File: src/rtl/isa_pkg.sv
`default_nettype none

package isa_pkg;

	localparam int WORD_BITS = 16;	// Instruction width
	localparam int REG_BITS  = 4;	// Register index width

	// Major opcodes, top nibble of every word
	localparam logic [3:0] OP_SYS    = 4'd0;	// NOP and INT
	localparam logic [3:0] OP_IMM    = 4'd1;	// Immediate prefix
	localparam logic [3:0] OP_LOAD   = 4'd3;
	localparam logic [3:0] OP_BRANCH = 4'd4;

	localparam logic [WORD_BITS-1:0] NOP_WORD = '0;

	// INT instruction, the irq number fills the low nibble
	localparam logic [WORD_BITS-1:0] INT_BASE = 16'h0050 << 4;

	// Register form: op | rd | rs | imm_lo
	typedef struct packed {
		logic [3:0]          opcode;
		logic [REG_BITS-1:0] dest;
		logic [REG_BITS-1:0] src;
		logic [3:0]          imm_lo;
	} reg_form_t;

	// Prefix form: op | upper 12 bits of the next immediate
	typedef struct packed {
		logic [3:0]           opcode;
		logic [WORD_BITS-5:0] imm_hi;
	} imm_form_t;

	typedef union packed {
		reg_form_t rf;
		imm_form_t pf;
	} instr_t;

endpackage

`default_nettype wire

File: src/rtl/pipe_pkg.sv
`default_nettype none

package pipe_pkg;

	localparam int ADDR_BITS = 16;	// Fetch address width, fixed by the ISA

	// Word coming back from memory
	typedef struct packed {
		isa_pkg::instr_t      instr;
		logic [ADDR_BITS-1:0] addr;		// PC + 1 of the fetch
		logic                 is_instr;	// Slot carries a real instruction
	} fetch_t;

	// Hazard info that rides along with a stage
	typedef struct packed {
		logic [isa_pkg::REG_BITS-1:0] dest;
		logic                         modifies_flags;
	} side_t;

	typedef struct packed {
		isa_pkg::instr_t      instr;
		logic [ADDR_BITS-1:0] pc;
	} stage_t;

endpackage

`default_nettype wire

File: src/rtl/cpu_frontend.sv
`timescale 1ns/10ps
`default_nettype none

module cpu_frontend #(
	parameter int SKID_DEPTH = 8
) (
	input  wire logic                           CLK,
	input  wire logic                           RSTb,
	input  wire pipe_pkg::fetch_t               fetch,
	input  wire logic                           is_executing,
	input  wire logic                           load_pc,
	input  wire logic [pipe_pkg::ADDR_BITS-1:0] pc_in,
	input  wire logic                           int_set,
	input  wire logic                           int_clear,
	input  wire logic                           interrupt,
	input  wire logic [3:0]                     irq,
	output pipe_pkg::stage_t                    stage0,
	output pipe_pkg::stage_t                    stage1,
	output pipe_pkg::stage_t                    stage2,
	output pipe_pkg::stage_t                    stage3,
	output pipe_pkg::stage_t                    stage4,
	output pipe_pkg::side_t                     side1,
	output pipe_pkg::side_t                     side2,
	output pipe_pkg::side_t                     side3,
	output logic [isa_pkg::WORD_BITS-1:0]       imm_reg,
	output logic                                stall,
	output logic                                wake
);

	logic stall_start;
	logic stall_end;
	logic op2_load;
	logic op3_load;
	logic skid_wr;
	logic skid_rd;
	logic int_enabled;
	logic int_taken;
	pipe_pkg::fetch_t skid_word;

	instr_pipeline u_pipe (
		.CLK          (CLK),
		.RSTb         (RSTb),
		.fetch        (fetch),
		.is_executing (is_executing),
		.load_pc      (load_pc),
		.pc_in        (pc_in),
		.stall        (stall),
		.stall_start  (stall_start),
		.stall_end    (stall_end),
		.skid_word    (skid_word),
		.int_enabled  (int_enabled),
		.interrupt    (interrupt),
		.irq          (irq),
		.stage0       (stage0),
		.stage1       (stage1),
		.stage2       (stage2),
		.stage3       (stage3),
		.stage4       (stage4),
		.side1        (side1),
		.side2        (side2),
		.side3        (side3),
		.op2_load     (op2_load),
		.op3_load     (op3_load),
		.imm_reg      (imm_reg),
		.skid_wr      (skid_wr),
		.skid_rd      (skid_rd),
		.int_taken    (int_taken)
	);

	hazard_unit u_hazard (
		.CLK         (CLK),
		.RSTb        (RSTb),
		.stage1      (stage1),
		.side2       (side2),
		.side3       (side3),
		.op2_load    (op2_load),
		.op3_load    (op3_load),
		.stall       (stall),
		.stall_start (stall_start),
		.stall_end   (stall_end)
	);

	// Banked fetch words, emptied on a PC load
	skid_buffer #(
		.SKID_DEPTH (SKID_DEPTH)
	) u_skid (
		.CLK     (CLK),
		.RSTb    (RSTb),
		.flush   (load_pc),
		.wr      (skid_wr),
		.wr_word (fetch),
		.rd      (skid_rd),
		.rd_word (skid_word)
	);

	irq_regs u_irq (
		.CLK         (CLK),
		.RSTb        (RSTb),
		.int_set     (int_set),
		.int_clear   (int_clear),
		.int_taken   (int_taken),
		.interrupt   (interrupt),
		.int_enabled (int_enabled),
		.wake        (wake)
	);

endmodule

`default_nettype wire

File: src/rtl/hazard_unit.sv
`timescale 1ns/10ps
`default_nettype none

module hazard_unit (
	input  wire logic             CLK,
	input  wire logic             RSTb,
	input  wire pipe_pkg::stage_t stage1,
	input  wire pipe_pkg::side_t  side2,
	input  wire pipe_pkg::side_t  side3,
	input  wire logic             op2_load,
	input  wire logic             op3_load,
	output logic                  stall,
	output logic                  stall_start,
	output logic                  stall_end
);

	logic [isa_pkg::REG_BITS-1:0] src1;
	logic hit2;
	logic hit3;
	logic stall_q;

	assign src1 = stage1.instr.rf.src;

	// Load results are not ready until write-back
	assign hit2 = op2_load && (side2.dest == src1);
	assign hit3 = op3_load && (side3.dest == src1);

	assign stall = (src1 != '0) && (hit2 || hit3);	// R0 never creates a dependency

	assign stall_start = stall && !stall_q;

	// A stage 2 hit turns into a stage 3 hit on the next edge,
	// so the stall only finishes once stage 3 alone still matches
	assign stall_end = stall && !hit2;

	always_ff @(posedge CLK) begin
		if (!RSTb)
			stall_q <= 1'b0;
		else
			stall_q <= stall;
	end

endmodule

`default_nettype wire

File: src/rtl/instr_pipeline.sv
`timescale 1ns/10ps
`default_nettype none

module instr_pipeline (
	input  wire logic                           CLK,
	input  wire logic                           RSTb,
	input  wire pipe_pkg::fetch_t               fetch,
	input  wire logic                           is_executing,
	input  wire logic                           load_pc,
	input  wire logic [pipe_pkg::ADDR_BITS-1:0] pc_in,
	input  wire logic                           stall,
	input  wire logic                           stall_start,
	input  wire logic                           stall_end,
	input  wire pipe_pkg::fetch_t               skid_word,
	input  wire logic                           int_enabled,
	input  wire logic                           interrupt,
	input  wire logic [3:0]                     irq,
	output pipe_pkg::stage_t                    stage0,
	output pipe_pkg::stage_t                    stage1,
	output pipe_pkg::stage_t                    stage2,
	output pipe_pkg::stage_t                    stage3,
	output pipe_pkg::stage_t                    stage4,
	output pipe_pkg::side_t                     side1,
	output pipe_pkg::side_t                     side2,
	output pipe_pkg::side_t                     side3,
	output logic                                op2_load,
	output logic                                op3_load,
	output logic [isa_pkg::WORD_BITS-1:0]       imm_reg,
	output logic                                skid_wr,
	output logic                                skid_rd,
	output logic                                int_taken
);

	pipe_pkg::stage_t st [5];
	pipe_pkg::stage_t st_n [5];
	pipe_pkg::side_t sd [1:3];
	pipe_pkg::side_t sd_n [1:3];
	pipe_pkg::side_t side0;		// Decode of the word now in stage 0

	logic [1:0] mask_cnt;		// Fetch mask after reset or PC load
	logic [1:0] stall_mask_cnt;	// Skid replay cycles left
	logic skid_win;				// Second skid write cycle
	logic [pipe_pkg::ADDR_BITS-1:0] branch_target;
	logic [isa_pkg::WORD_BITS-5:0] imm_hi;
	logic [isa_pkg::WORD_BITS-5:0] imm_hi_n;

	logic take_fetch;
	logic branch_in_flight;
	logic inject;
	isa_pkg::instr_t int_word;

	always_comb begin
		side0.dest = st[0].instr.rf.dest;
		side0.modifies_flags = 1'b1;	// ALU class by default
		case (st[0].instr.rf.opcode)
			isa_pkg::OP_SYS, isa_pkg::OP_IMM, isa_pkg::OP_BRANCH: begin
				side0.dest = '0;
				side0.modifies_flags = 1'b0;
			end
			isa_pkg::OP_LOAD: side0.modifies_flags = 1'b0;
			default: ;
		endcase
	end

	// A branch anywhere may still redirect the PC
	always_comb begin
		branch_in_flight = 1'b0;
		for (int i = 0; i < 5; i++) begin
			if (st[i].instr.rf.opcode == isa_pkg::OP_BRANCH)
				branch_in_flight = 1'b1;
		end
	end

	always_comb begin
		int_word = isa_pkg::INT_BASE;
		int_word.rf.imm_lo = irq;
	end

	assign take_fetch = (mask_cnt == '0) && (stall_mask_cnt == '0) && fetch.is_instr;
	assign inject     = take_fetch && int_enabled && interrupt && !branch_in_flight;
	assign int_taken  = is_executing && inject && !stall;
	assign skid_rd    = is_executing && !stall && (stall_mask_cnt != '0);
	assign skid_wr    = (stall_start || skid_win) && !load_pc;

	assign op2_load = st[2].instr.rf.opcode == isa_pkg::OP_LOAD;
	assign op3_load = st[3].instr.rf.opcode == isa_pkg::OP_LOAD;

	always_comb begin
		st_n = st;
		sd_n = sd;
		st_n[4].instr = isa_pkg::NOP_WORD;	// Write-back drains while paused

		if (is_executing) begin
			if (take_fetch) begin
				st_n[0].instr = fetch.instr;
				st_n[0].pc = fetch.addr;
				if (inject) begin
					st_n[0].instr = int_word;
					// Return to the prefix, not to its second half
					if (st[0].instr.rf.opcode == isa_pkg::OP_IMM)
						st_n[0].pc = fetch.addr - 2'd2;
					else
						st_n[0].pc = fetch.addr - 2'd1;
				end
			end else if (stall_mask_cnt != '0) begin
				st_n[0].instr = skid_word.instr;	// Replay words banked during the stall
				st_n[0].pc = skid_word.addr;
			end else begin
				st_n[0].instr = isa_pkg::NOP_WORD;
				st_n[0].pc = branch_target;		// Resume point if an INT lands here
			end

			for (int i = 1; i < 5; i++) begin
				st_n[i] = st[i-1];
			end
			sd_n[1] = side0;
			sd_n[2] = sd[1];
			sd_n[3] = sd[2];

			// Load-use: hold fetch and decode, bubble into execute
			if (stall) begin
				st_n[0] = st[0];
				st_n[1] = st[1];
				st_n[2].instr = isa_pkg::NOP_WORD;
				sd_n[1] = sd[1];
				sd_n[2] = '0;
			end
		end

		// Words behind a taken branch never execute
		if (load_pc) begin
			for (int i = 0; i < 3; i++) begin
				st_n[i].instr = isa_pkg::NOP_WORD;
			end
			for (int i = 1; i < 4; i++) begin
				sd_n[i] = '0;
			end
		end
	end

	always_comb begin
		imm_hi_n = '0;
		if ((st[1].instr == isa_pkg::NOP_WORD) && !load_pc)
			imm_hi_n = imm_hi;
		if (!is_executing || (stall && !load_pc))
			imm_hi_n = imm_hi;
		if ((st[1].instr.pf.opcode == isa_pkg::OP_IMM) && !load_pc)
			imm_hi_n = st[1].instr.pf.imm_hi;
	end

	always_ff @(posedge CLK) begin
		if (!RSTb) begin
			for (int i = 0; i < 5; i++) begin
				st[i].instr <= isa_pkg::NOP_WORD;
				st[i].pc <= '0;
			end
			for (int i = 1; i < 4; i++) begin
				sd[i] <= '0;
			end
			mask_cnt <= 2'd2;
			stall_mask_cnt <= '0;
			skid_win <= 1'b0;
			branch_target <= '0;
			imm_hi <= '0;
			imm_reg <= '0;
		end else begin
			st <= st_n;
			sd <= sd_n;

			if (load_pc)
				mask_cnt <= 2'd2;
			else if (is_executing && (mask_cnt != '0))
				mask_cnt <= mask_cnt - 1'b1;

			if (load_pc)
				stall_mask_cnt <= '0;	// Banked words belong to the old path
			else if (stall_end)
				stall_mask_cnt <= 2'd2;
			else if (skid_rd)
				stall_mask_cnt <= stall_mask_cnt - 1'b1;

			skid_win <= stall_start && !load_pc;
			branch_target <= pc_in;
			imm_hi <= imm_hi_n;
			if (is_executing)
				imm_reg <= {imm_hi, st[1].instr.rf.imm_lo};
		end
	end

	assign stage0 = st[0];
	assign stage1 = st[1];
	assign stage2 = st[2];
	assign stage3 = st[3];
	assign stage4 = st[4];
	assign side1 = sd[1];
	assign side2 = sd[2];
	assign side3 = sd[3];

endmodule

`default_nettype wire

File: src/rtl/irq_regs.sv
`timescale 1ns/10ps
`default_nettype none

module irq_regs (
	input  wire logic CLK,
	input  wire logic RSTb,
	input  wire logic int_set,
	input  wire logic int_clear,
	input  wire logic int_taken,	// INT injected into the pipeline
	input  wire logic interrupt,
	output logic      int_enabled,
	output logic      wake
);

	always_ff @(posedge CLK) begin
		if (!RSTb)
			int_enabled <= 1'b0;
		else if (int_clear || int_taken)	// Clear wins over set
			int_enabled <= 1'b0;
		else if (int_set)
			int_enabled <= 1'b1;
	end

	// Any pending interrupt wakes a sleeping core, enabled or not
	assign wake = interrupt;

endmodule

`default_nettype wire

File: src/rtl/skid_buffer.sv
`timescale 1ns/10ps
`default_nettype none

module skid_buffer #(
	parameter int SKID_DEPTH = 8
) (
	input  wire logic             CLK,
	input  wire logic             RSTb,
	input  wire logic             flush,
	input  wire logic             wr,
	input  wire pipe_pkg::fetch_t wr_word,
	input  wire logic             rd,
	output pipe_pkg::fetch_t      rd_word
);

	localparam int PTR_BITS = $clog2(SKID_DEPTH);

	pipe_pkg::fetch_t mem [SKID_DEPTH];
	pipe_pkg::fetch_t store_word;
	logic [PTR_BITS-1:0] wr_ptr;
	logic [PTR_BITS-1:0] rd_ptr;

	// Empty fetch slots are kept as a plain NOP
	always_comb begin
		store_word = wr_word;
		if (!wr_word.is_instr) begin
			store_word.instr = isa_pkg::NOP_WORD;
			store_word.addr  = '0;
		end
	end

	always_ff @(posedge CLK) begin
		if (!RSTb || flush) begin
			wr_ptr <= '0;
			rd_ptr <= '0;
		end else begin
			if (wr)
				wr_ptr <= wr_ptr + 1'b1;	// Wraps, depth is a power of two
			if (rd)
				rd_ptr <= rd_ptr + 1'b1;
		end
	end

	always_ff @(posedge CLK) begin
		if (wr)
			mem[wr_ptr] <= store_word;
	end

	assign rd_word = mem[rd_ptr];

endmodule

`default_nettype wire

File: config.mk
export PLATFORM = sky130hd
export DESIGN_NAME = cpu_frontend
export DESIGN_NICKNAME = d
export VERILOG_FILES = /design/src/rtl/isa_pkg.sv /design/src/rtl/pipe_pkg.sv /design/src/rtl/cpu_frontend.sv /design/src/rtl/hazard_unit.sv /design/src/rtl/instr_pipeline.sv /design/src/rtl/irq_regs.sv /design/src/rtl/skid_buffer.sv
export SDC_FILE = /design/constraint.sdc
export NUM_CORES = 1
export LEC_CHECK = 0
export BUFFER_PORTS_ARGS = -buffer_cell sky130_fd_sc_hd__buf_4
export CORE_UTILIZATION = 50
export CTS_CLUSTER_DIAMETER = 60
export DETAILED_ROUTE_END_ITERATION = 10
export GPL_ROUTABILITY_DRIVEN = 0
export PLACE_DENSITY = 0.78
export SYNTH_ARGS = -nofsm -noshare
export SYNTH_HDL_FRONTEND = slang
export SYNTH_SLANG_ARGS = --single-unit
File: constraint.sdc
create_clock -name CLK -period 7.85 [get_ports CLK]
set_input_delay 1.57 -clock CLK [delete_from_list [all_inputs] [get_ports CLK]]
set_output_delay 1.57 -clock CLK [all_outputs]
set_load 0.005 [all_outputs]
# Word level (Yosys, flattened, before mapping)
# Memories as Yosys holds them, arrays and structs flattened. A register that Yosys moved wholly into a read port is not among the register bits.
# Index checks and enable logic that the tools add are counted.
[totals]
reg_bits = 232
ramBits = 264
input_bits = 60
output_inout_bits = 193
n_memories = 1
[op_classes]
add_sub_neg = 6
n_eq_ne = 14
mux = 23
n_bitwise = 2
n_reduce_logical = 48
[mem_list]
columns = ["memory", "words", "width", "read_ports", "rd_clocked_by_memory_dff", "write_ports", "line_no", "text"]
rows = [
  ["u_skid.mem", 8, 33, 1, 1, 1, "skid_buffer.sv:18", "pipe_pkg::fetch_t mem [SKID_DEPTH];"],
]
[ops]
columns = ["operator", "n"]
rows = [
  ["$mux W32", 4],
  ["$mux W12", 3],
  ["$mux W16", 2],
  ["$eq A4 B3 Y1 const B", 5],
  ["$logic_and A1 B1 Y1", 20],
  ["$logic_not A16 Y1", 1],
  ["$sub A16 B1 Y16 const B", 1],
  ["$sub A16 B2 Y16 const B", 1],
  ["$eq A4 B2 Y1 const B", 3],
  ["$eq A4 B1 Y1 const B", 2],
  ["$eq A4 B4 Y1", 2],
  ["$mux W1", 8],
  ["$logic_not A1 Y1", 7],
  ["$add A3 B1 Y3 const B", 2],
  ["$mux W3", 2],
  ["$reduce_and A2 Y1", 3],
  ["$reduce_bool A2 Y1", 3],
  ["$reduce_or A3 Y1", 2],
  ["$logic_or A1 B1 Y1", 5],
  ["$mux W5", 1],
  ["$logic_not A2 Y1", 2],
  ["$logic_not A4 Y1", 1],
  ["$mux W2", 2],
  ["$mux W4", 1],
  ["other kinds (6)", 10],
]

# Depth between registers and ports, before layout
# Gate-level depths: netlist of the first run.
[depth]
ltp_word = 12
ltp_mapped = 11

# By module
# A second synthesis of the first run with hierarchy kept.
[hier_totals]
hier_cells = 1415
hier_area_um2 = 19517.5
[by_module_without_submodules]
columns = ["mod", "n_inst", "cells_per_inst", "area_each_um2", "seq_area_each_um2"]
rows = [
  ["skid_buffer", 1, 456, 10478.8, 8107.8],
  ["instr_pipeline", 1, 935, 8818.5, 4484.3],
  ["hazard_unit", 1, 20, 173.9, 20.0],
  ["irq_regs", 1, 4, 46.3, 20.0],
]

# Worst setup path after synthesis of the first run
# OpenSTA, ideal clock, no wires.
[synth_path]
path_kind = "in2reg"
start = "in load_pc"
end = "mem u_skid.mem[3][10] in the netlist's numbering, enable pin"
setup_time_ns = 0.513
arrival_ns = 5.120
setup_slack_ns = 2.217
path_stages = 2
n_path_buf = 0
cell_sequence = "nand2b_1 -> nor4b_1"
[synth_between]
elab_chain_cells = 4
[synth_rtl]
columns = ["element", "line_no", "text"]
rows = [
  ["start, declared", "cpu_frontend.sv:11", "input wire logic load_pc,"],
  ["$logic_not A1 Y1", "instr_pipeline.sv:83", "assign skid_wr = (stall_start || skid_win) && !load_pc;"],
  ["$logic_and A1 B1 Y1", "instr_pipeline.sv:83", ""],
  ["$mux W1", "skid_buffer.sv:45", "if (wr)"],
  ["$mux W1 (implied by the code)", "skid_buffer.sv:46", "mem[wr_ptr] <= store_word;"],
  ["end, declared", "skid_buffer.sv:18", ""],
]
# Every way passes these cells.

# Worst setup path in the final report of the first run
[layout_path]
start = "reg u_pipe.st, in the netlist u_pipe.stage1[21]"
end = "out stall"
[layout_between]
elab_chain_cells = 4
[layout_rtl]
columns = ["element", "line_no", "text"]
rows = [
  ["start, declared", "instr_pipeline.sv:34", "pipe_pkg::stage_t st [5];"],
  ["start signal, assigned", "instr_pipeline.sv:167", "st <= st_n;"],
  ["$eq A4 B4 Y1 (on tied branches)", "hazard_unit.sv:25, hazard_unit.sv:26", ""],
  ["$logic_and A1 B1 Y1 (on tied branches)", "hazard_unit.sv:25, hazard_unit.sv:26", ""],
  ["$logic_or A1 B1 Y1", "hazard_unit.sv:28", "assign stall = (src1 != '0) && (hit2 || hit3);"],
  ["$logic_and A1 B1 Y1 (*)", "hazard_unit.sv:28", ""],
  ["end, declared", "cpu_frontend.sv:26", "output logic stall,"],
]
# Mark *: on every way between the ends. The rest lies on a longest branch, timed or not.

==> results of run 1 <==
==> worst paths after layout <==
path	startpoint	endpoint	slack, ps
hold reg to reg	u_hazard.stall_q	u_pipe.skid_win	430
hold / removal	u_hazard.stall_q	u_pipe.skid_win	430
setup / recovery	u_pipe.stage1[21]	stall	2480
setup reg to reg	u_pipe.stage1[21]	u_pipe.stage0[11]	4300
==> cell usage in the layout (no fill, tap or decap), types with 13 or more instances in the layout <==
master	netlist	final
o211ai_1	16	16
buf_4	1	270
nand2_1	113	113
mux2i_1	118	118
nor3_1	20	17
nand3_1	28	28
xor2_1	19	19
dfxtp_1	235	232
inv_1	15	15
mux4_2	59	59
clkbuf_16	0	47
a21oi_1	69	69
nor2_1	59	59
and3_1	20	20
edfxtp_1	256	256
and2_1	48	48
o21ai_0	33	33
nor2b_1	88	88
a21boi_0	30	30
nor4_1	20	17
a22oi_1	13	13
==> routing by layer <==
| layer | share of wire | up-vias | track usage | wire length (µm) |
|---|---|---|---|---|
| met2 | 0.48 | 583 | 0.415 | 24100 |
| met3 | 0.084 | 117 | 0.0510 | 4210 |
| met1 | 0.41 | 6348 | 0.326 | 20400 |
| li1 | - | 5846 | - | - |
| met5 | 0 | - | 0 | 0 |
| met4 | 0.032 | 0 | 0.103 | 1630 |
==> final cells by class <==
cell class | count | area [µm²] | share of cell area
flip-flops and latches | 491 | 12400 | 0.533
multi-input cells | 857 | 6600 | 0.284
repair buffers | 271 | 2040 | 0.0876
clock buffers | 62 | 1300 | 0.0560
well taps | 511 | 639 | 0.0275
clock inverters | 26 | 221 | 0.00952
inverters | 16 | 60.1 | 0.00258
==> metrics by stage <==
stage	cell area, µm²	util	worst slack (ps)	cells	hold WS [ps]
floorplan	19400	-	2220	1468	401
global placement	21700	0.573	3210	2146	407
detailed placement	21700	0.573	3140	2146	422
CTS	23300	0.613	2530	2234	431
global route	23300	0.613	2360	2234	462
finish	23300	0.613	2480	2234	426
==> synthesized netlist by cell type, types with 3 or more instances <==
library cell / n / area, µm²
a2111oi_0: 6 / 52.6
a21boi_0: 30 / 225
a21oi_1: 69 / 345
a222oi_1: 3 / 30.0
a22oi_1: 13 / 97.6
a2bb2oi_1: 9 / 78.8
a31oi_1: 4 / 25.0
and2_1: 48 / 300
and3_1: 20 / 125
buf_1: 13 / 48.8
buf_2: 23 / 115
clkbuf_1: 65 / 244
dfxtp_1: 235 / 4700
edfxtp_1: 256 / 7690
ha_1: 7 / 87.6
inv_1: 15 / 56.3
mux2i_1: 118 / 1180
mux4_2: 59 / 1330
nand2_1: 113 / 424
nand2b_1: 7 / 43.8
nand3_1: 28 / 140
nor2_1: 59 / 221
nor2b_1: 88 / 551
nor3_1: 20 / 100
nor4_1: 20 / 125
nor4b_1: 7 / 61.3
o211ai_1: 16 / 120
o21ai_0: 33 / 165
o22a_1: 5 / 43.8
o22ai_1: 8 / 50.1
o41ai_2: 4 / 65.1
or2_2: 3 / 18.8
or3_1: 3 / 18.8
xnor2_1: 3 / 26.3
xor2_1: 19 / 166
==> cell families (layout without fill, tap and decap cells) <==
group | after synthesis | count (layout) | synth area share
DFF | 491 | 491 | 0.638
and+or+nand+nor | 432 | 432 | 0.117
AOI/OAI and AO/OA | 218 | 218 | 0.0749
muxes | 178 | 178 | 0.130
buffers and inverters | 120 | 375 | 0.0256
xor gates and xnor gates | 22 | 22 | 0.00992
adders and majority gates | 7 | 7 | 0.00451
==> power by group through the flow <==
stage / Clock [mW] / Combinational (mW) / Sequential, mW
detailed placement: 0 / 0.203 / 2.79
global placement: 0 / 0.198 / 2.79
CTS: 2.25 / 0.204 / 2.73
global route: 2.35 / 0.221 / 2.73
finish: 2.22 / 0.206 / 2.73
floorplan: 0 / 0.114 / 2.78
==> worst register-to-register path, stage by stage, from the launching register on <==
cell and delay (ps):
dfxtp_1 640, xor2_1 130, nor4_1 570, a22o_1 410, nand2_1 390, inv_1 840
nor4_1 200, a32o_1 260
==> summary.txt, run 1 <==
Setup path
  – Crit end category: output port
  – Worst Path Max Fanout: 25
  – Worst path cell trace: xor2_1 -> nor4_1 -> a22o_1 -> nand2_1 -> inv_1 -> buf_4
  – Worst path depth: 6
  – CP top delay family: buffers and inverters
  – Critical-path top delay cell: inv_1
  – Worst Reg2Reg Path Length in Cells: 7
  – Kind of critical path: flop to output port
  – Buf/Inv on CP: 2
  – Data arrival time of the critical path: 3800 ps
  – Slowest Stage Delay on Critical Path: 830 ps
  – CP required: 6280 ps
  – Startpoint types: flop

CTS
  – H-tree level count: 2
  – Clock Latency Late Sink: 570 ps
  – CTS tree: done
  – Hold Buf Count CTS: 0
  – CTS clock-pin slew for the worst setup and hold paths: 60 ps
  – CTS resizes: 0
  – CTS buffer count: 47
  – Longest Clk Path Bufs: 3
  – Sink Count: 491
  – Clock Tree Root: clkbuf_16
  – Post-CTS Setup Bufs: 0

STA
  – Tmin final: 5370 ps
  – Final hold violations: 0
  – Fin crit share: 0.684
  – Skew final: 20.4 ps
  – Worst Tran Pin Value: 1250 ps
  – Setup Viol. Count Final: 0
  – Fmax: 0.186 GHz
  – TNS Setup: 0 ps
  – Final Max Tran Viols: 0
  – Headroom to the max-slew limit: 0.163
  – RSZ-0062 raised after global routing: no

Power
  – Int Pwr: 4.07 mW
  – Clock network power share: 0.430
  – PnR Total Power: 5.16 mW
  – Sequential Power Share: 0.530
  – Comb power frac: 0.040
  – Power per Cell Area: 222 mW/mm²
  – Leak: 8.40 nW
  – Worst vdd ir: 171 µV
  – Sw Ratio: 0.212
  – Switching pwr: 1.09 mW

Yosys
  – Count of state elements after synthesis: 491
  – Yosys cell types: 66
  – Syn Std Cell Area: 0.0194 mm²
  – Mapped Nets: 1535
  – Ys async rst share: 0
  – Post-Syn Instances: 1468
  – Avg Synthesized Cell Area: 13.2 µm²
  – Synth Warn #: 0
  – Top_reg_cell synth: edfxtp_1
  – EDFF count, synth: 256
  – Seq/Total Area, Yosys: 0.638

Min path
  – Hold depth: 1
  – Worst min path class: flop to flop

Drt
  – Routed wire per std cell: 22.5 µm
  – Drt drc: 0
  – Routed wire length: 50300 µm
  – DRT Pass-1 Iters: 5
  – Initial drt markers: 1160
  – Vias per cell: 5.77
  – DR vias: 12.9k
  – DRT antenna net count: 0

Floorplan
  – Num rows: 71
  – DIE AREA: 0.0396 mm²
  – Initial Utilization: 0.512
  – Core area: 0.0379 mm²
  – Die Y-Extent: 199 µm
  – Die width: 199 µm
  – IO Pins: 253

Placement
  – Port Buffers: 252
  – Post-DP HPWL: 32000 µm

Cells and area
  – Fill count: 2816
  – Share of cells above drive strength 1: 0.253
  – NumNets Final: 1751
  – # diodes: 0
  – Largest Register: u_skid.mem
  – Max reg flops: 256
  – Syn-to-layout area delta: 19.7%

Global route
  – Total grt overflow: 0
  – Vias in the first global route: 12.6k
  – Initial antenna violation count: 0
  – First-pass GRT wire length: 74900 µm
  – Total Routing Usage GR: 0.252
  – Largest net degree at the start of global routing: 116

Status
  – Status: finished clean

Flow run
  – Max-cap check violation count: 0
Note: power is estimated with default switching activity, not from simulation.
==> run 2, diff against run 1 <==
Clock period 7.85 ns to 5.6 ns, I/O delays scaled along.
==> run 2 against run 1 <==
Net effect:
- first-iteration DRC count up 7.8%
- clock power up 45%
- via count up 1.3%
- sequential power up 40%
- non-clock buffer count up 6
- critical path depth unchanged
- highest routed layer unchanged
- worst setup slack worse by 860 ps
- count of clock-buffer cells in the layout up 3
- combinational power up 42%
- die area unchanged
- utilization up 0.26 points
- final area up 0.43%
==> summary.txt, run 2 (same netlist as run 1, synthesis figures left out) <==
Status
  – Status: finished clean

Global route
  – Vias in the first global route: 12.5k (-0.78%)
  – Total Routing Usage GR: 0.256 (+0.00448)
  – Total grt overflow: 0 (unchanged)
  – Largest net degree at the start of global routing: 112 (-3.4%)
  – Initial antenna violation count: 0 (unchanged)
  – First-pass GRT wire length: 76500 µm (+2.2%)

STA
  – Final Max Tran Viols: 0 (unchanged)
  – Setup Viol. Count Final: 0 (unchanged)
  – Skew final: 20.5 ps (+0.166 ps)
  – RSZ-0062 raised after global routing: no
  – Final hold violations: 0 (unchanged)
  – Fin crit share: 0.711
  – TNS Setup: 0 ps (unchanged)
  – Fmax: 0.251 GHz
  – Worst Tran Pin Value: 1220 ps (-31.8 ps)
  – Hold WS: 434 ps (+7.92 ps)
  – Tmin final: 3980 ps
  – Headroom to the max-slew limit: 0.182 (+0.0196)

Setup path
  – Kind of critical path: flop to output port
  – Data arrival time of the critical path: 2860 ps (-940 ps)
  – CP required: 4480 ps (-1800 ps)
  – Startpoint types: flop
  – Worst Path Max Fanout: 11 (-56%)
  – Crit end category: output port

Floorplan
  – Core area: 0.0379 mm² (unchanged)
  – Die width: 199 µm (unchanged)
  – Num rows: 71 (unchanged)
  – Die Y-Extent: 199 µm (unchanged)
  – IO Pins: 253 (unchanged)
  – Initial Utilization: 0.512 (unchanged)
  – DIE AREA: 0.0396 mm² (unchanged)

Cells and area
  – Largest Register: u_skid.mem
  – Final Util: 0.616 (+0.00264)
  – Final Cell Area: 0.0234 mm² (+0.43%)
  – NumNets Final: 1756 (+0.29%)
  – Most common cell after layout, fill and taps aside: buf_4
  – Syn-to-layout area delta: 20.2%
  – Max reg flops: 256 (unchanged)
  – Commonest non-fill, non-tap cells in the layout: 276 x buf_4, 256 x edfxtp_1, 232 x dfxtp_1
  – Share of cells above drive strength 1: 0.254 (+0.00130)

CTS
  – CTS resizes: 0 (unchanged)
  – CTS buffer count: 46 (-2.1%)
  – CTS clock-pin slew for the worst setup and hold paths: 70 ps (about the same)
  – H-tree level count: 2 (unchanged)
  – Clock Latency Late Sink: 560 ps (about the same)
  – Post-CTS Setup Bufs: 0 (unchanged)
  – Longest Clk Path Bufs: 3 (unchanged)
  – Hold Buf Count CTS: 0 (unchanged)
  – CTS tree: done
  – Sink Count: 491 (unchanged)
  – Clock Tree Root: clkbuf_16

Power
  – Sw Ratio: 0.207 (-0.00515)
  – Leak: 8.46 nW (+0.71%)
  – Comb power frac: 0.040 (about the same)
  – Int Pwr: 5.83 mW (+43%)
  – Clock network power share: 0.439 (+0.009)
  – Power per Cell Area: 314 mW/mm² (+42%)
  – Sequential Power Share: 0.521 (-0.009)
  – Worst vdd ir: 229 µV (+34%)
  – Switching pwr: 1.52 mW (+39%)

Placement
  – Port Buffers: 252 (unchanged)
  – Placed Area: 0.0218 mm² (+0.21%)
  – Post-DP HPWL: 32600 µm (+1.7%)

Drt
  – Initial drt markers: 1250 (+7.8%)
  – Routed wire per std cell: 22.8 µm (+1.1%)
  – Drt drc: 0 (unchanged)
  – DRT Pass-1 Iters: 5 (unchanged)
  – DR vias: 13.1k (+1.3%)
  – Routed wire length: 50900 µm (+1.3%)
  – DRT antenna net count: 0 (unchanged)
  – Vias per cell: 5.84 (+1.2%)

Min path
  – Worst min path class: flop to flop

Flow run
  – Max-cap check violation count: 0 (unchanged)
==> run 2: cell count changes in the layout (fill, tap and decap cells not counted), sizes merged, moves of 2 or more <==
cell,previous run,this run
bufinv,3,5
clkinvlp,4,2
clkinv,17,12
clkbuf,62,65
buf,271,277
==> run 2: power groups by stage <==
stage	clock [mW]	sequential [mW]	combinational, mW
after floorplan	0	3.90	0.160
after global placement	0	3.91	0.282
after detailed placement	0	3.91	0.288
after CTS	3.26	3.83	0.290
after global routing	3.40	3.83	0.314
final	3.22	3.83	0.293
==> run 2: per-stage QoR <==
stage          instances  total power [mW]  setup WS, ps
2_1_floorplan       1468              4.06          91.3
3_3_place_gp        2152              4.19          1680
3_5_place_dp        2152              4.20          1480
4_1_cts             2237              7.38          1620
5_1_grt             2237              7.55          1480
6_report            2238              7.35          1620
==> run 2: path summary, 6_finish.rpt <==
kind / start / endpoint / slack [ps] / cells past startpoint
max: u_pipe.stage1[21] / stall / 1620 / 6
min: u_hazard.stall_q / u_pipe.skid_win / 430 / 1
max reg2reg: u_pipe.stage1[21] / u_skid.mem[0][8] / 1900 / 6
min reg2reg: u_hazard.stall_q / u_pipe.skid_win / 430 / 1
==> run 2: area by class of cell <==
| cell class | instances | area (µm²) |
|---|---|---|
| timing repair buffer | 277 | 2080 |
| sequential | 491 | 12400 |
| fill | 2807 | 14600 |
| inverter | 16 | 60.1 |
| clock inverter | 20 | 230 |
| multi-input combinational | 857 | 6600 |
| tap | 511 | 639 |
| antenna | 1 | 2.50 |
| clock buffer | 65 | 1350 |
==> run 2: critical path, stage by stage, from the launching register on <==
cell     delay (ps)
dfxtp_1         570
xor2_1          120
nor4_1          510
a22o_1          410
nand2_1         360
inv_1           200
buf_4           130
==> run 2: metal layers <==
| metal | vias up | global-route usage | wire (µm) |
|---|---|---|---|
| li1 | 5850 | - | - |
| met3 | 121 | 0.0535 | 4620 |
| met1 | 6452 | 0.339 | 20400 |
| met4 | 0 | 0.106 | 1910 |
| met2 | 644 | 0.412 | 24000 |
| met5 | - | 0 | 0 |
==> run 3, diff against run 2 <==
Settings changed: ABC_AREA from default to 1, PLACE_DENSITY 0.78 to 0.8.
Clock period 5.6 ns to 3.3 ns, I/O delays scaled along.
==> run 3 against run 2 <==
Net effect:
- critical path depth rose by 5
- clock power up 76%
- critical endpoint is now u_pipe.stage0[15]
- final area up 1.0%
- non-clock buffer count rose by 5
- register-to-register slack lost 1300 ps
- count of clock-buffer cells in the layout down 3
- die area rose by 1.3%
==> summary.txt, run 3 <==
CTS
  – CTS clock-pin slew for the worst setup and hold paths: 60 ps (about the same)
  – H-tree level count: 2 (unchanged)
  – CTS tree: done
  – Post-CTS Setup Bufs: 0 (unchanged)
  – Clock Tree Root: clkbuf_16
  – CTS resizes: 0 (unchanged)
  – CTS buffer count: 50 (+8.7%)
  – Hold Buf Count CTS: 0 (unchanged)
  – Clock Latency Late Sink: 570 ps (about the same)
  – Sink Count: 491 (unchanged)
  – Longest Clk Path Bufs: 3 (unchanged)

STA
  – RSZ-0062 raised after global routing: no
  – Setup Viol. Count Final: 0 (unchanged)
  – Hold WS: 281 ps (-152 ps)
  – Worst Tran Pin Value: 1330 ps (+108 ps)
  – Tmin final: 2740 ps
  – Fmax: 0.366 GHz
  – Headroom to the max-slew limit: 0.113 (-0.0691)
  – Fin crit share: 0.829
  – Final Max Tran Viols: 0 (unchanged)
  – Final hold violations: 0 (unchanged)
  – TNS Setup: 0 ps (unchanged)
  – Skew final: 14.6 ps (-5.88 ps)

Status
  – Status: finished clean

Floorplan
  – DIE AREA: 0.0402 mm² (+1.3%)
  – Initial Utilization: 0.508 (-0.00389)
  – Die width: 200 µm (+0.67%)
  – Num rows: 72 (+1.4%)
  – Core area: 0.0387 mm² (+2.1%)
  – IO Pins: 253 (unchanged)
  – Die Y-Extent: 200 µm (+0.67%)

Global route
  – Initial antenna violation count: 0 (unchanged)
  – Vias in the first global route: 15.6k (+25%)
  – Largest net degree at the start of global routing: 129 (+15%)
  – Total Routing Usage GR: 0.272 (+0.0159)
  – Total grt overflow: 0 (unchanged)
  – First-pass GRT wire length: 86300 µm (+13%)

Placement
  – Port Buffers: 252 (unchanged)
  – Post-DP HPWL: 35500 µm (+8.8%)
  – Placed Area: 0.0219 mm² (+0.73%)

Drt
  – DRT antenna net count: 0 (unchanged)
  – Routed wire length: 55600 µm (+9.1%)
  – Wl on met1: 22000 µm (+7.9%)
  – DR vias: 16.3k (+25%)
  – Routed length on met2: 25600 µm (+6.5%)
  – Vias per cell: 5.63 (-3.5%)
  – Initial drt markers: 1781 (+42%)
  – Routed wire per std cell: 19.1 µm (-16%)
  – Drt drc: 0 (unchanged)
  – Met3 WL: 6410 µm (+39%)
  – Top routing layer in use: met4
  – DRT Pass-1 Iters: 8 (+3)

Setup path
  – Crit end category: flop
  – Worst Path Max Fanout: 20 (+9)
  – CP required: 3780 ps (-700 ps)
  – Startpoint types: flop
  – Worst Reg2Reg Path Length in Cells: 11 (+5)
  – Kind of critical path: flop to flop
  – Data arrival time of the critical path: 3220 ps (+360 ps)

Power
  – Switching pwr: 2.86 mW (+88%)
  – Comb power frac: 0.055 (+0.015)
  – Int Pwr: 10.1 mW (+74%)
  – Worst vdd ir: 407 µV (+78%)
  – Leak: 9.54 nW (+13%)
  – Clock network power share: 0.437 (-0.002)
  – Sw Ratio: 0.220 (+0.0133)
  – Sequential Power Share: 0.509 (-0.012)
  – Power per Cell Area: 551 mW/mm² (+75%)

Cells and area
  – Largest Register: u_skid.mem
  – NumNets Final: 2409 (+37%)
  – # diodes: 0 (-1)
  – Final Cell Area: 0.0236 mm² (+1.0%)
  – Share of cells above drive strength 1: 0.164 (-0.0903)
  – Commonest non-fill, non-tap cells in the layout: 446 x nand2_1, 295 x nor2_1, 276 x buf_4
  – Syn-to-layout area delta: 19.9%
  – Max reg flops: 256 (unchanged)
  – Most common cell after layout, fill and taps aside: nand2_1

Yosys
  – Count of state elements after synthesis: 491 (unchanged)
  – Avg Synthesized Cell Area: 9.21 µm² (-30%)
  – Mapped Nets: 2206 (+44%)
  – Dominant cell type by area after synthesis: edfxtp_1
  – Synth Warn #: 0 (unchanged)
  – Yosys cell types: 34 (-48%)
  – Top cells by area, synth: edfxtp_1 39%, dfxtp_1 24%, nand2_1 8.5%
  – Ys async rst share: 0 (unchanged)
  – EDFF count, synth: 256 (unchanged)
  – Area fraction of the dominant cell type after synthesis: 0.390 (-0.00525)
  – Synth top cells by count: 446 x nand2_1, 304 x nor2_1, 256 x edfxtp_1, 235 x dfxtp_1, 213 x nand3_1
  – Most used standard cell by instance count after synthesis: nand2_1
  – Post-Syn Instances: 2139 (+46%)
  – Seq/Total Area, Yosys: 0.629 (-0.00847)
  – Top_reg_cell synth: edfxtp_1
  – Syn Std Cell Area: 0.0197 mm² (+1.3%)

Flow run
  – Max-cap check violation count: 0 (unchanged)

Min path
  – Worst min path class: input pin to flop
  – Hold depth: 3 (+2)
==> run 3: critical path, cell delays in order, from the launching register on <==
cell and delay (ps):
dfxtp_1 310, inv_1 70, ha_1 520, nand3_4 240, nor2_1 140, nand3_1 120
nor2_4 490, buf_4 300, nand3b_1 130, nand2_1 80, nand3_1 80, a21oi_1 140
==> run 3: cells by family after synthesis <==
group,after synthesis,synth area share
simple gates,983,0.205
flops,491,0.629
compound gates,373,0.0995
buf+inv,280,0.0597
fa+ha+maj,7,0.00445
xor+xnor,5,0.00222
==> run 3: per-stage QoR <==
stage	power, mW	setup WS, ps	utilization	cells
detailed placement	7.44	615	0.566	2808
CTS	13.0	619	0.609	2902
global placement	7.42	694	0.566	2808
floorplan	7.07	270	-	2139
finish	13.0	565	0.609	2902
global route	13.4	365	0.609	2902
==> run 3: area by class of cell <==
| type | instances | area (µm²) |
|---|---|---|
| fillers | 3133 | 15100 |
| flip-flops and latches | 491 | 12400 |
| multi-input cells | 1368 | 6140 |
| repair buffers | 282 | 2190 |
| clock buffers | 62 | 1370 |
| well taps | 518 | 648 |
| inverters | 149 | 561 |
| clock inverters | 32 | 292 |
==> run 3: final timing paths <==
kind / start / to / slack, ps
worst max-delay path: u_pipe.stall_mask_cnt[0] / u_pipe.stage0[15] / 560
worst max register to register: u_pipe.stall_mask_cnt[0] / u_pipe.stage0[15] / 560
worst min register to register: u_pipe.stage3[25] / u_pipe.stage4[25] / 450
worst min-delay path: pc_in[12] / u_pipe.branch_target[12] / 280
==> run 3: metal layers <==
| metal | vias up | GRT usage |
|---|---|---|
| met3 | 124 | 0.0713 |
| met1 | 7695 | 0.359 |
| met2 | 979 | 0.437 |
| met5 | - | 0 |
| met4 | 0 | 0.0919 |
| li1 | 7547 | - |
==> run 3: power by group through the flow <==
| stage | combinational, mW | clock, mW | sequential (mW) |
|---|---|---|---|
| floorplan | 0.352 | 0 | 6.72 |
| global placement | 0.679 | 0 | 6.74 |
| detailed placement | 0.697 | 0 | 6.74 |
| CTS | 0.703 | 5.73 | 6.61 |
| global route | 0.776 | 6.00 | 6.62 |
| finish | 0.712 | 5.67 | 6.61 |
